`src/cps_cfg.svh`:
```
// CPS memory map configuration: SDRAM widths and ROM download region boundaries
`ifndef CPS_CFG_SVH
`define CPS_CFG_SVH

// SDRAM bank word address width
`define CPS_SDRAM_AW 22

// Main CPU work RAM, in 16-bit words
`define CPS_RAM_AW 17

// Download stream layout, byte addresses on ioctl_addr
// Main ROM sits from zero up to the sound ROM
`define CPS_SND_START 25'h040_0000

// Graphics ROM fills everything from here upwards
`define CPS_GFX_START 25'h048_0000

`endif

```
`src/cps_pkg.sv`:
```
// CPS memory types: bank 0 sequencer states, slot owners and programming banks
package cps_pkg;

`include "cps_cfg.svh"

    // Word address on an SDRAM bank
    typedef logic [`CPS_SDRAM_AW-1:0] sdram_addr_t;

    // Bank 0 access sequencer
    typedef enum logic [1:0] {
        ARB_IDLE     = 2'd0,
        ARB_WAIT_ACK = 2'd1,
        ARB_WAIT_RDY = 2'd2
    } arb_state_e;

    // Requester currently holding bank 0
    typedef enum logic {
        OWN_MAIN = 1'b0,
        OWN_DMA  = 1'b1
    } slot_owner_e;

    // SDRAM bank used while programming the ROMs
    typedef enum logic [1:0] {
        BANK_MAIN_ROM = 2'd0,
        BANK_SND_ROM  = 2'd1,
        BANK_GFX_ROM  = 2'd2
    } prog_bank_e;

endpackage

```
`src/mem_slot_if.sv`:
```
// Memory slot channel: one cs/ok requester on a shared SDRAM bank
`timescale 1ns/1ps

`include "cps_cfg.svh"

interface mem_slot_if;

    logic [`CPS_SDRAM_AW-1:0] addr;
    logic [15:0]              din;
    // Active low byte write mask
    logic [1:0]               din_m;
    logic                     rnw;
    logic                     cs;
    // One cycle pulse, dout valid with it on reads
    logic                     ok;
    logic [15:0]              dout;

    modport requester (
        output addr, din, din_m, rnw, cs,
        input  ok, dout
    );

    modport arbiter (
        input  addr, din, din_m, rnw, cs,
        output ok, dout
    );

endinterface

```
`src/cen_gen.sv`:
```
// CPU clock enable generator: 16 MHz and 8 MHz pulses from the 48 MHz clock
`timescale 1ns/1ps

module cen_gen (
    input  logic clk,
    input  logic arst_n,
    output logic cen16,
    output logic cen8
);

    logic [1:0] div_cnt;
    logic       half;
    logic       wrap;

    // Divide by three
    assign wrap = (div_cnt == 2'd2);

    always_ff @(posedge clk or negedge arst_n) begin
        if (!arst_n) begin
            div_cnt <= 2'd0;
            half    <= 1'b0;
            cen16   <= 1'b0;
            cen8    <= 1'b0;
        end else begin
            div_cnt <= wrap ? 2'd0 : div_cnt + 2'd1;
            cen16   <= wrap;
            // Every other 16 MHz pulse, starting with the first
            cen8    <= wrap & ~half;
            if (wrap) begin
                half <= ~half;
            end
        end
    end

endmodule

```
`src/rom_loader.sv`:
```
// ROM loader: turns the download byte stream into masked 16-bit SDRAM program words
`timescale 1ns/1ps

`include "cps_cfg.svh"

module rom_loader (
    input  logic                     clk,
    input  logic                     arst_n,
    input  logic                     downloading,
    input  logic [24:0]              ioctl_addr,
    input  logic [7:0]               ioctl_data,
    input  logic                     ioctl_wr,
    input  logic                     prog_rdy,
    output logic [`CPS_SDRAM_AW-1:0] prog_addr,
    output logic [15:0]              prog_data,
    output logic [1:0]               prog_mask,
    output cps_pkg::prog_bank_e      prog_ba,
    output logic                     prog_we,
    output logic                     dwnld_busy
);

    logic                ioctl_wr_l;
    logic                wr_edge;
    logic                start;
    logic [24:0]         region_base;
    logic [24:0]         byte_off;
    cps_pkg::prog_bank_e region_bank;

    assign wr_edge = ioctl_wr & ~ioctl_wr_l;
    // New writes are dropped while a word is still pending
    assign start   = wr_edge & downloading & ~prog_we;

    // Region decode on the byte address
    always_comb begin
        if (ioctl_addr < `CPS_SND_START) begin
            region_base = 25'd0;
            region_bank = cps_pkg::BANK_MAIN_ROM;
        end else if (ioctl_addr < `CPS_GFX_START) begin
            region_base = `CPS_SND_START;
            region_bank = cps_pkg::BANK_SND_ROM;
        end else begin
            region_base = `CPS_GFX_START;
            region_bank = cps_pkg::BANK_GFX_ROM;
        end
    end

    assign byte_off = ioctl_addr - region_base;

    always_ff @(posedge clk or negedge arst_n) begin
        if (!arst_n) begin
            ioctl_wr_l <= 1'b0;
            prog_we    <= 1'b0;
        end else begin
            ioctl_wr_l <= ioctl_wr;
            if (prog_we) begin
                // Held until the SDRAM has taken the word
                if (prog_rdy) begin
                    prog_we <= 1'b0;
                end
            end else if (start) begin
                prog_we <= 1'b1;
            end
        end
    end

    // Word payload, captured with the write strobe
    always_ff @(posedge clk) begin
        if (start) begin
            prog_addr <= byte_off[`CPS_SDRAM_AW:1];
            prog_data <= {ioctl_data, ioctl_data};
            // Active low: even byte goes low, odd byte goes high
            prog_mask <= ioctl_addr[0] ? 2'b01 : 2'b10;
            prog_ba   <= region_bank;
        end
    end

    assign dwnld_busy = downloading | prog_we;

endmodule

```
`src/bank0_arbiter.sv`:
```
// Bank 0 arbiter: round-robin sharing of SDRAM bank 0 between main RAM and VRAM DMA
`timescale 1ns/1ps

`include "cps_cfg.svh"

module bank0_arbiter (
    input  logic                     clk,
    input  logic                     arst_n,
    mem_slot_if.arbiter              main_slot,
    mem_slot_if.arbiter              dma_slot,
    output logic [`CPS_SDRAM_AW-1:0] ba0_addr,
    output logic                     ba0_rd,
    output logic                     ba0_wr,
    output logic [15:0]              ba0_din,
    output logic [1:0]               ba0_din_m,
    input  logic                     ba0_ack,
    input  logic                     ba0_rdy,
    input  logic [31:0]              data_read
);

    cps_pkg::arb_state_e  state;
    cps_pkg::slot_owner_e owner;
    cps_pkg::sdram_addr_t lat_addr;
    logic [15:0]          lat_din;
    logic [1:0]           lat_din_m;
    logic                 lat_rnw;
    logic [15:0]          rd_data;
    logic                 main_ok;
    logic                 dma_ok;
    logic                 req_main;
    logic                 req_dma;
    logic                 pick_dma;
    logic                 start;
    logic                 finish;

    // A slot is still holding cs during its ok cycle, that is not a new request
    assign req_main = main_slot.cs & ~main_ok;
    assign req_dma  = dma_slot.cs & ~dma_ok;

    // Round robin on a tie, owner holds the previous winner
    assign pick_dma = req_dma & (~req_main | (owner == cps_pkg::OWN_MAIN));
    assign start    = (state == cps_pkg::ARB_IDLE) & (req_main | req_dma);
    assign finish   = (state == cps_pkg::ARB_WAIT_RDY) & ba0_rdy;

    always_ff @(posedge clk or negedge arst_n) begin
        if (!arst_n) begin
            state   <= cps_pkg::ARB_IDLE;
            // Main RAM wins the first tie
            owner   <= cps_pkg::OWN_DMA;
            ba0_rd  <= 1'b0;
            ba0_wr  <= 1'b0;
            main_ok <= 1'b0;
            dma_ok  <= 1'b0;
        end else begin
            main_ok <= finish & (owner == cps_pkg::OWN_MAIN);
            dma_ok  <= finish & (owner == cps_pkg::OWN_DMA);
            case (state)
                cps_pkg::ARB_IDLE: begin
                    if (start) begin
                        owner  <= pick_dma ? cps_pkg::OWN_DMA : cps_pkg::OWN_MAIN;
                        ba0_rd <= pick_dma ? dma_slot.rnw : main_slot.rnw;
                        ba0_wr <= pick_dma ? ~dma_slot.rnw : ~main_slot.rnw;
                        state  <= cps_pkg::ARB_WAIT_ACK;
                    end
                end
                cps_pkg::ARB_WAIT_ACK: begin
                    // Strobe stays up until the controller accepts it
                    if (ba0_ack) begin
                        ba0_rd <= 1'b0;
                        ba0_wr <= 1'b0;
                        state  <= cps_pkg::ARB_WAIT_RDY;
                    end
                end
                cps_pkg::ARB_WAIT_RDY: begin
                    if (ba0_rdy) begin
                        state <= cps_pkg::ARB_IDLE;
                    end
                end
                default: begin
                    state  <= cps_pkg::ARB_IDLE;
                    ba0_rd <= 1'b0;
                    ba0_wr <= 1'b0;
                end
            endcase
        end
    end

    // Granted request is frozen for the whole SDRAM cycle
    always_ff @(posedge clk) begin
        if (start) begin
            if (pick_dma) begin
                lat_addr  <= dma_slot.addr;
                lat_din   <= dma_slot.din;
                lat_din_m <= dma_slot.din_m;
                lat_rnw   <= dma_slot.rnw;
            end else begin
                lat_addr  <= main_slot.addr;
                lat_din   <= main_slot.din;
                lat_din_m <= main_slot.din_m;
                lat_rnw   <= main_slot.rnw;
            end
        end
        // Bank 0 data arrives on the low half of the read bus
        if (finish && lat_rnw) begin
            rd_data <= data_read[15:0];
        end
    end

    assign ba0_addr  = lat_addr;
    assign ba0_din   = lat_din;
    assign ba0_din_m = lat_din_m;

    assign main_slot.ok   = main_ok;
    assign main_slot.dout = rd_data;
    assign dma_slot.ok    = dma_ok;
    assign dma_slot.dout  = rd_data;

endmodule

```
`src/game_mem_top.sv`:
```
// Game memory top: CPU clock enables, ROM download path and SDRAM bank 0 sharing
`timescale 1ns/1ps

`include "cps_cfg.svh"

module game_mem_top (
    input  logic                     clk,
    input  logic                     arst_n,
    // CPU clock enables
    output logic                     cpu_cen16,
    output logic                     cpu_cen8,
    // ROM download
    input  logic                     downloading,
    input  logic [24:0]              ioctl_addr,
    input  logic [7:0]               ioctl_data,
    input  logic                     ioctl_wr,
    output logic                     dwnld_busy,
    // SDRAM programming port
    output logic [`CPS_SDRAM_AW-1:0] prog_addr,
    output logic [15:0]              prog_data,
    output logic [1:0]               prog_mask,
    output logic [1:0]               prog_ba,
    output logic                     prog_we,
    input  logic                     prog_rdy,
    // Main CPU work RAM
    input  logic [`CPS_RAM_AW-1:0]   main_ram_addr,
    input  logic [15:0]              main_ram_din,
    input  logic [1:0]               main_ram_dsn,
    input  logic                     main_ram_rnw,
    input  logic                     main_ram_cs,
    output logic                     main_ram_ok,
    output logic [15:0]              main_ram_data,
    // Video RAM DMA, read only
    input  logic [`CPS_RAM_AW-1:0]   vram_dma_addr,
    input  logic                     vram_dma_cs,
    output logic                     vram_dma_ok,
    output logic [15:0]              vram_dma_data,
    // Bank 0, read/write
    output logic [`CPS_SDRAM_AW-1:0] ba0_addr,
    output logic                     ba0_rd,
    output logic                     ba0_wr,
    output logic [15:0]              ba0_din,
    output logic [1:0]               ba0_din_m,
    input  logic                     ba0_ack,
    input  logic                     ba0_rdy,
    input  logic [31:0]              data_read
);

    mem_slot_if main_slot ();
    mem_slot_if dma_slot ();

    cen_gen u_cen (
        .clk    ( clk       ),
        .arst_n ( arst_n    ),
        .cen16  ( cpu_cen16 ),
        .cen8   ( cpu_cen8  )
    );

    rom_loader u_loader (
        .clk         ( clk         ),
        .arst_n      ( arst_n      ),
        .downloading ( downloading ),
        .ioctl_addr  ( ioctl_addr  ),
        .ioctl_data  ( ioctl_data  ),
        .ioctl_wr    ( ioctl_wr    ),
        .prog_rdy    ( prog_rdy    ),
        .prog_addr   ( prog_addr   ),
        .prog_data   ( prog_data   ),
        .prog_mask   ( prog_mask   ),
        .prog_ba     ( prog_ba     ),
        .prog_we     ( prog_we     ),
        .dwnld_busy  ( dwnld_busy  )
    );

    // Work RAM at the bottom of bank 0
    assign main_slot.addr  = {{(`CPS_SDRAM_AW-`CPS_RAM_AW){1'b0}}, main_ram_addr};
    assign main_slot.din   = main_ram_din;
    assign main_slot.din_m = main_ram_dsn;
    assign main_slot.rnw   = main_ram_rnw;
    assign main_slot.cs    = main_ram_cs;
    assign main_ram_ok     = main_slot.ok;
    assign main_ram_data   = main_slot.dout;

    // VRAM copy lives in the upper half of bank 0
    assign dma_slot.addr  = {1'b1, {(`CPS_SDRAM_AW-`CPS_RAM_AW-1){1'b0}}, vram_dma_addr};
    assign dma_slot.din   = 16'd0;
    assign dma_slot.din_m = 2'b11;
    assign dma_slot.rnw   = 1'b1;
    assign dma_slot.cs    = vram_dma_cs;
    assign vram_dma_ok    = dma_slot.ok;
    assign vram_dma_data  = dma_slot.dout;

    bank0_arbiter u_arb (
        .clk       ( clk       ),
        .arst_n    ( arst_n    ),
        .main_slot ( main_slot ),
        .dma_slot  ( dma_slot  ),
        .ba0_addr  ( ba0_addr  ),
        .ba0_rd    ( ba0_rd    ),
        .ba0_wr    ( ba0_wr    ),
        .ba0_din   ( ba0_din   ),
        .ba0_din_m ( ba0_din_m ),
        .ba0_ack   ( ba0_ack   ),
        .ba0_rdy   ( ba0_rdy   ),
        .data_read ( data_read )
    );

endmodule

```
`config.mk`:
```
export PLATFORM = sky130hd
export DESIGN_NAME = game_mem_top
export DESIGN_NICKNAME = d
export VERILOG_FILES = /design/src/cps_pkg.sv /design/src/mem_slot_if.sv /design/src/cen_gen.sv /design/src/rom_loader.sv /design/src/bank0_arbiter.sv /design/src/game_mem_top.sv
export VERILOG_INCLUDE_DIRS = /design/src /design/src/src
export SDC_FILE = /design/constraint.sdc
export NUM_CORES = 1
export LEC_CHECK = 0
export ABC_AREA = 1
export BUFFER_PORTS_ARGS = -buffer_cell sky130_fd_sc_hd__clkbuf_2
export CORE_MARGIN = 2
export CORE_UTILIZATION = 38
export DETAILED_ROUTE_END_ITERATION = 10
export PLACE_DENSITY = 0.76
export SETUP_SLACK_MARGIN = 0.4
export SLEW_MARGIN = 20
export SYNTH_ARGS = -nofsm -noshare
export SYNTH_HDL_FRONTEND = slang
export SYNTH_SLANG_ARGS = --single-unit
```
`constraint.sdc`:
```
create_clock -name clk -period 1.8 [get_ports clk]
set_clock_uncertainty 0.15 [all_clocks]
set_input_delay 0.36 -clock clk [delete_from_list [all_inputs] [get_ports clk]]
set_output_delay 0.36 -clock clk [all_outputs]
set_load 0.02 [all_outputs]
```
# Yosys cells after proc, flatten, opt, wreduce, memory -nomap -nowiden
# Index checks and enable logic that the tools add are counted.
# Widths: inputs -> output; s select.
[word_totals] elab_cells=80 reg_bits=113 mem_bits_ro=0 inputBits=127 ramBits=0 latch_bits=0 out_inout_bits=122 n_memories=0
[op_classes] n_mul=0 n_mux=21 n_eq_ne=6 magnitude_cmp=2 div_mod_pow=0 n_addsub=2 bitwise_logic=23 n_reduce_logical=5 shifts=0
[ops] operator="$lt 25x23->1 const B" n=2
[ops] operator="$mux 23" n=1
[ops] operator="$sub 23x23->23" n=1
[ops] operator="$mux 22" n=1
[ops] operator="$mux 20" n=1
[ops] operator="$mux 2" n=6
[ops] operator="$and 1x1->1" n=11
[ops] operator="$mux 1" n=9
[ops] operator="$not 1->1" n=9
[ops] operator="$pmux 1 s3" n=2
[ops] operator="$pmux 2 s3" n=1
[ops] operator="$reduce_and 3->1" n=2
[ops] operator="$eq 2x2->1 const B" n=2
[ops] operator="$ne 2x2->1 const B" n=2
[ops] operator="$or 1x1->1" n=3
[ops] operator="$add 2x1->2 const B" n=1
[ops] operator="$eq 2x1->1 const B" n=1
[ops] operator="$logic_not 2->1" n=1
[ops] operator="$ne 2x1->1 const B" n=1
[ops] operator="$reduce_and 2->1" n=1
[ops] operator="$logic_and 1x1->1" n=1

# Longest topological paths before layout
[logic_depth] depth_word=8 mapped_depth=8 depth_no_buf=7

# Cells and area by module
# From an unflattened synthesis, not the netlist that was laid out.
[hier_totals] cells_unflattened=355 hier_area_um2=4279.1
[modules_own_cells] mod="bank0_arbiter" seq_area_each_um2=1888.1 area_per_inst_um2=2795.2 cells_per_inst=256 instances=1
[modules_own_cells] mod="rom_loader" seq_area_each_um2=1071.0 area_per_inst_um2=1312.5 cells_per_inst=82 instances=1
[modules_own_cells] mod="cen_gen" seq_area_each_um2=125.1 area_per_inst_um2=163.9 cells_per_inst=15 instances=1
[modules_own_cells] mod="game_mem_top" seq_area_each_um2=0.0 area_per_inst_um2=7.5 cells_per_inst=2 instances=1

# Worst setup path before layout
# No wires, ideal clock.
[synth_path] kind="reg2reg" start="reg u_arb.dma_ok, in the netlist u_arb.dma_slot.ok" end="reg u_arb.lat_addr[0], in the netlist u_arb.ba0_addr[0] (enable)" arrival_ns=1.488 required_ns=1.257 period_less_slack_ns=2.031 setup_time_ns=0.393 slack_ns=-0.231 path_stages_with_launch=6 path_buffers=0 cell_sequence="dfrtp_1 -> inv_1 -> nand2_1 -> nand2_1 -> nand2_1 -> inv_1"
[synth_via] elab_chain_cells=4
[synth_lines] item="start: declaration" line_no="bank0_arbiter.sv:29" source="logic dma_ok;"
[synth_lines] item="start signal: assignment" line_no="bank0_arbiter.sv:56" source="dma_ok <= finish & (owner == cps_pkg::OWN_DMA);"
[synth_lines] item="$not 1->1" line_no="bank0_arbiter.sv:38" source="assign req_dma = dma_slot.cs & ~dma_ok;"
[synth_lines] item="$and 1x1->1" line_no="bank0_arbiter.sv:38"
[synth_lines] item="$or 1x1->1" line_no="bank0_arbiter.sv:42" source="assign start = (state == cps_pkg::ARB_IDLE) & (req_main | req_dma);"
[synth_lines] item="$and 1x1->1" line_no="bank0_arbiter.sv:42"
[synth_lines] item="named net u_arb.start" line_no="bank0_arbiter.sv:33" source="logic start;"
[synth_lines] item="end signal: assignment" line_no="bank0_arbiter.sv:92" source="lat_addr <= dma_slot.addr;"
[synth_lines] item="end signal: assignment" line_no="bank0_arbiter.sv:97" source="lat_addr <= main_slot.addr;"
[synth_lines] item="end: declaration" line_no="bank0_arbiter.sv:23" source="cps_pkg::sdram_addr_t lat_addr;"
# The timed path passes the listed nets, and every way through them passes these cells.
# A chain may end at the register's enable or synchronous reset.

# Worst setup path after layout
[layout_path] start="reg u_loader.prog_we" end="out dwnld_busy"
[layout_via] elab_chain_cells=1
[layout_lines] item="start: declaration" line_no="rom_loader.sv:18" source="output logic prog_we,"
[layout_lines] item="start signal: assignment" line_no="rom_loader.sv:52" source="prog_we <= 1'b0;"
[layout_lines] item="start signal: assignment" line_no="rom_loader.sv:58" source="prog_we <= 1'b0;"
[layout_lines] item="start signal: assignment" line_no="rom_loader.sv:61" source="prog_we <= 1'b1;"
[layout_lines] item="$or 1x1->1" line_no="rom_loader.sv:77" source="assign dwnld_busy = downloading | prog_we;"
[layout_lines] item="end: declaration" line_no="game_mem_top.sv:17" source="output logic dwnld_busy,"
# Every way passes these cells.

==> flow_summary.json <==
{
  "r2r.worst_path.cells": 6,
  "synth_commonest_cells": "edfxtp_1 (87), nand2_1 (67), inv_1 (37)",
  "ios": 249,
  "grt_pass1_vias": 3021,
  "whs_path_depth": 1,
  "portBuffers": 228,
  "async_reset_ff_share_pct": 13.9,
  "fp.dieW_um": 105,
  "clkSinkCount": 101,
  "grt_pass1_wl_um": 14900,
  "placed_cell_area_um2": 5080,
  "crit_arrival_ps": 1160,
  "stdcell_area_um2": 6810,
  "yosys.area.top_type": "edfxtp_1",
  "synth.most_common_cell": "edfxtp_1",
  "r2r_slack_ps": 140,
  "synthCells": 291,
  "routed_wirelength_um": 11600,
  "critPathTopFamily": "flip-flops",
  "critPathLaunchType": "flop",
  "dp_slack_ps": 26.8,
  "layoutNonFillerInstCount": 689,
  "syn2layout_area_growth_pct": 74.9,
  "worst_ir_drop_vdd_uv": 649,
  "status": "complete, no violations",
  "dr.pass1.iters": 5,
  "drc": 0,
  "drt_first_iter_violations": 109,
  "grt_max_degree": 18,
  "row_count": 36,
  "fp.coreArea_um2": 9860,
  "die_h_um": 105,
  "crit_slowest_cell": "dfrtp_2",
  "grt_usage_pct": 17.7,
  "dp_cells": 628,
  "worstSetupEndpointType": "output pin",
  "synth_area_per_cell_um2": 13.4,
  "regToRegEndpoint": "u_loader.prog_addr[4]",
  "leakage_nw": 3.15,
  "yosysTopAreaCellShare_pct": 67.1,
  "cts_tree": "done",
  "yosysWarnings": 0,
  "crit_path_cell_trace": "or2_4, buf_8",
  "hpwl_um": 6750,
  "setup_viol": 0,
  "min_to": "u_arb.dma_slot.dout[15]",
  "numCtsBuffers": 9,
  "drive_gt1_share_pct": 65.9,
  "fin_crit_sh_pct": 92.8,
  "cts_buffer_depth": 2,
  "gr-total-overflow": 0,
  "ys_seq_elements": 101,
  "rsz0062_at_grt": "true",
  "hold_class": "input port to flop",
  "period_needed_ps": 1670,
  "syn_area_um2": 3890,
  "finalWeightedCongestion": 0.771,
  "clk_latency_ps": 360,
  "synth_cell_types": 22,
  "fmax_mhz": 599,
  "die_area_um2": 11100,
  "max_stage_delay_ps": 430,
  "cp_max_fo": 2,
  "worstHoldStart": "data_read[15]",
  "synth_edf_count": 87,
  "maxCapViolCount": 0,
  "clk_pin_slew_ps": 100,
  "wl_per_cell_um": 16.9,
  "root_buffer": "clkbuf_8",
  "hold_violations": 0,
  "vias": 3125,
  "ys.flop_type": "edfxtp_1",
  "tns_ps": 0,
  "p_total_mw": 7.65,
  "path_class": "flop to output pin",
  "cp.required_ps": 1290,
  "slew_viol_final": 0,
  "post_drt_via_cell_ratio": 4.54,
  "crit_buf_inv": 1,
  "fin_ws_ps": 130,
  "ys_seq_area_share_pct": 76.1,
  "antenna_found_initial": 1,
  "synth_area_leaders": "edfxtp_1 (67%), dfrtp_1 (8.4%), nand2_1 (6.5%), buf_4 (5.6%), inv_1 (3.6%)",
  "htree_num_levels": 3,
  "nets": 679,
  "power_density_nw_per_um2": 1120,
  "start_util_pct": 39.5,
  "drtAntennaViolNets": 0,
  "reg2reg_from": "u_loader.prog_we"
}
==> stage by stage <==
step / hold slack [ps] / utilization (%)
2_1_floorplan: -85.6 / -
3_3_place_gp: 126 / 51.5
3_5_place_dp: 140 / 51.5
4_1_cts: 0.547 / 60.1
5_1_grt: -7.26 / 69.0
6_report: 17.3 / 69.0
==> power by group <==
| part | internal, mW | switching, mW | total, mW |
|---|---|---|---|
| sequential | 3.09 | 0.204 | 3.30 |
| clock | 0.506 | 0.765 | 1.27 |
| combinational | 1.54 | 1.54 | 3.08 |
==> layout by cell type (no fill, tap or decap), types with 2 or more instances in the layout <==
| cell | synthesis | final |
|---|---|---|
| nor2_1 | 27 | 7 |
| inv_8 | 0 | 2 |
| nor2_2 | 1 | 14 |
| clkbuf_2 | 0 | 112 |
| clkbuf_1 | 0 | 3 |
| dfrtp_2 | 0 | 3 |
| nand2_1 | 67 | 26 |
| or2_1 | 2 | 2 |
| nand3_1 | 8 | 3 |
| nor2_4 | 0 | 7 |
| clkbuf_8 | 0 | 11 |
| dlygate4sd3_1 | 0 | 8 |
| buf_4 | 29 | 11 |
| buf_12 | 0 | 10 |
| buf_8 | 0 | 2 |
| inv_1 | 37 | 32 |
| inv_2 | 0 | 2 |
| edfxtp_1 | 87 | 87 |
| buf_6 | 4 | 95 |
| o21ai_0 | 2 | 2 |
| nand2_4 | 1 | 16 |
| buf_16 | 0 | 8 |
| nand2_2 | 1 | 26 |
| buf_2 | 0 | 26 |
| nand3_2 | 0 | 4 |
| clkinv_2 | 0 | 2 |
| conb_1 | 1 | 4 |
| clkinvlp_4 | 0 | 3 |
| xnor2_1 | 2 | 2 |
| dfrtp_1 | 13 | 10 |
==> repair_timing <==
| action | in CTS | in global routing |
|---|---|---|
| pin swaps | 17 | 13 |
| endpoints found under the setup margin | 238 | 246 |
| endpoints found under the hold margin | 18 | 2 |
| gates resized for setup | 70 | 343 |
| hold buffers | 6 | 2 |
| setup buffers | 16 | 8 |
| cloned | 11 | 1 |
==> cells by family after synthesis <==
kind of cell	count (synthesis)	synth area share [%]
fa+ha+maj	2	0.643
xor+xnor	3	0.675
compound gates	5	0.771
buf+inv	71	10.5
other cells	1	0.0963
flops	101	76.1
simple gates	108	11.2
==> metal layers <==
layer	up-vias	global-route usage [%]	share of wire [%]
li1	1432	-	-
met1	1486	18.4	33
met2	188	32.4	57
met3	19	5.01	8.3
met4	0	8.48	2.0
met5	-	0	0
==> how the worst max path moves through the flow <==
stage | startpoint | to | slack (ps) | cells after the start
after floorplan | u_arb.dma_slot.ok | u_arb.ba0_addr[0] | 30 | 5
after global routing | u_loader.prog_we | dwnld_busy | 90 | 2
final | u_loader.prog_we | dwnld_busy | 130 | 2
after global placement | ioctl_addr[20] | u_loader.prog_addr[20] | 90 | 7
after CTS | u_loader.prog_we | dwnld_busy | 120 | 2
after detailed placement | ioctl_addr[20] | u_loader.prog_addr[20] | 30 | 7
==> final cells by class <==
type                    count  area (µm²)
diodes                      1        2.50
clock buffers              12         135
clock inverters             4        26.3
fillers                   657        3060
inverters                  38         165
multi-input cells         122         862
flip-flops and latches    101        2970
well taps                 133         166
repair buffers            276        2460
repair inverters            2        22.5
==> registers in the layout (all words and copies together) (netlist names), 2 cells and up <==
| register | flops |
|---|---|
| u_loader.prog_ba | 2 |
| u_arb.state | 2 |
| u_loader.prog_mask | 2 |
| u_arb.ba0_din | 16 |
| u_arb.dma_slot.dout | 16 |
| u_loader.prog_data | 8 |
| u_cen.div_cnt | 2 |
| u_arb.ba0_addr | 18 |
| u_loader.prog_addr | 22 |
| u_arb.ba0_din_m | 2 |
No activity file was read; power rests on OpenSTA's default activity.
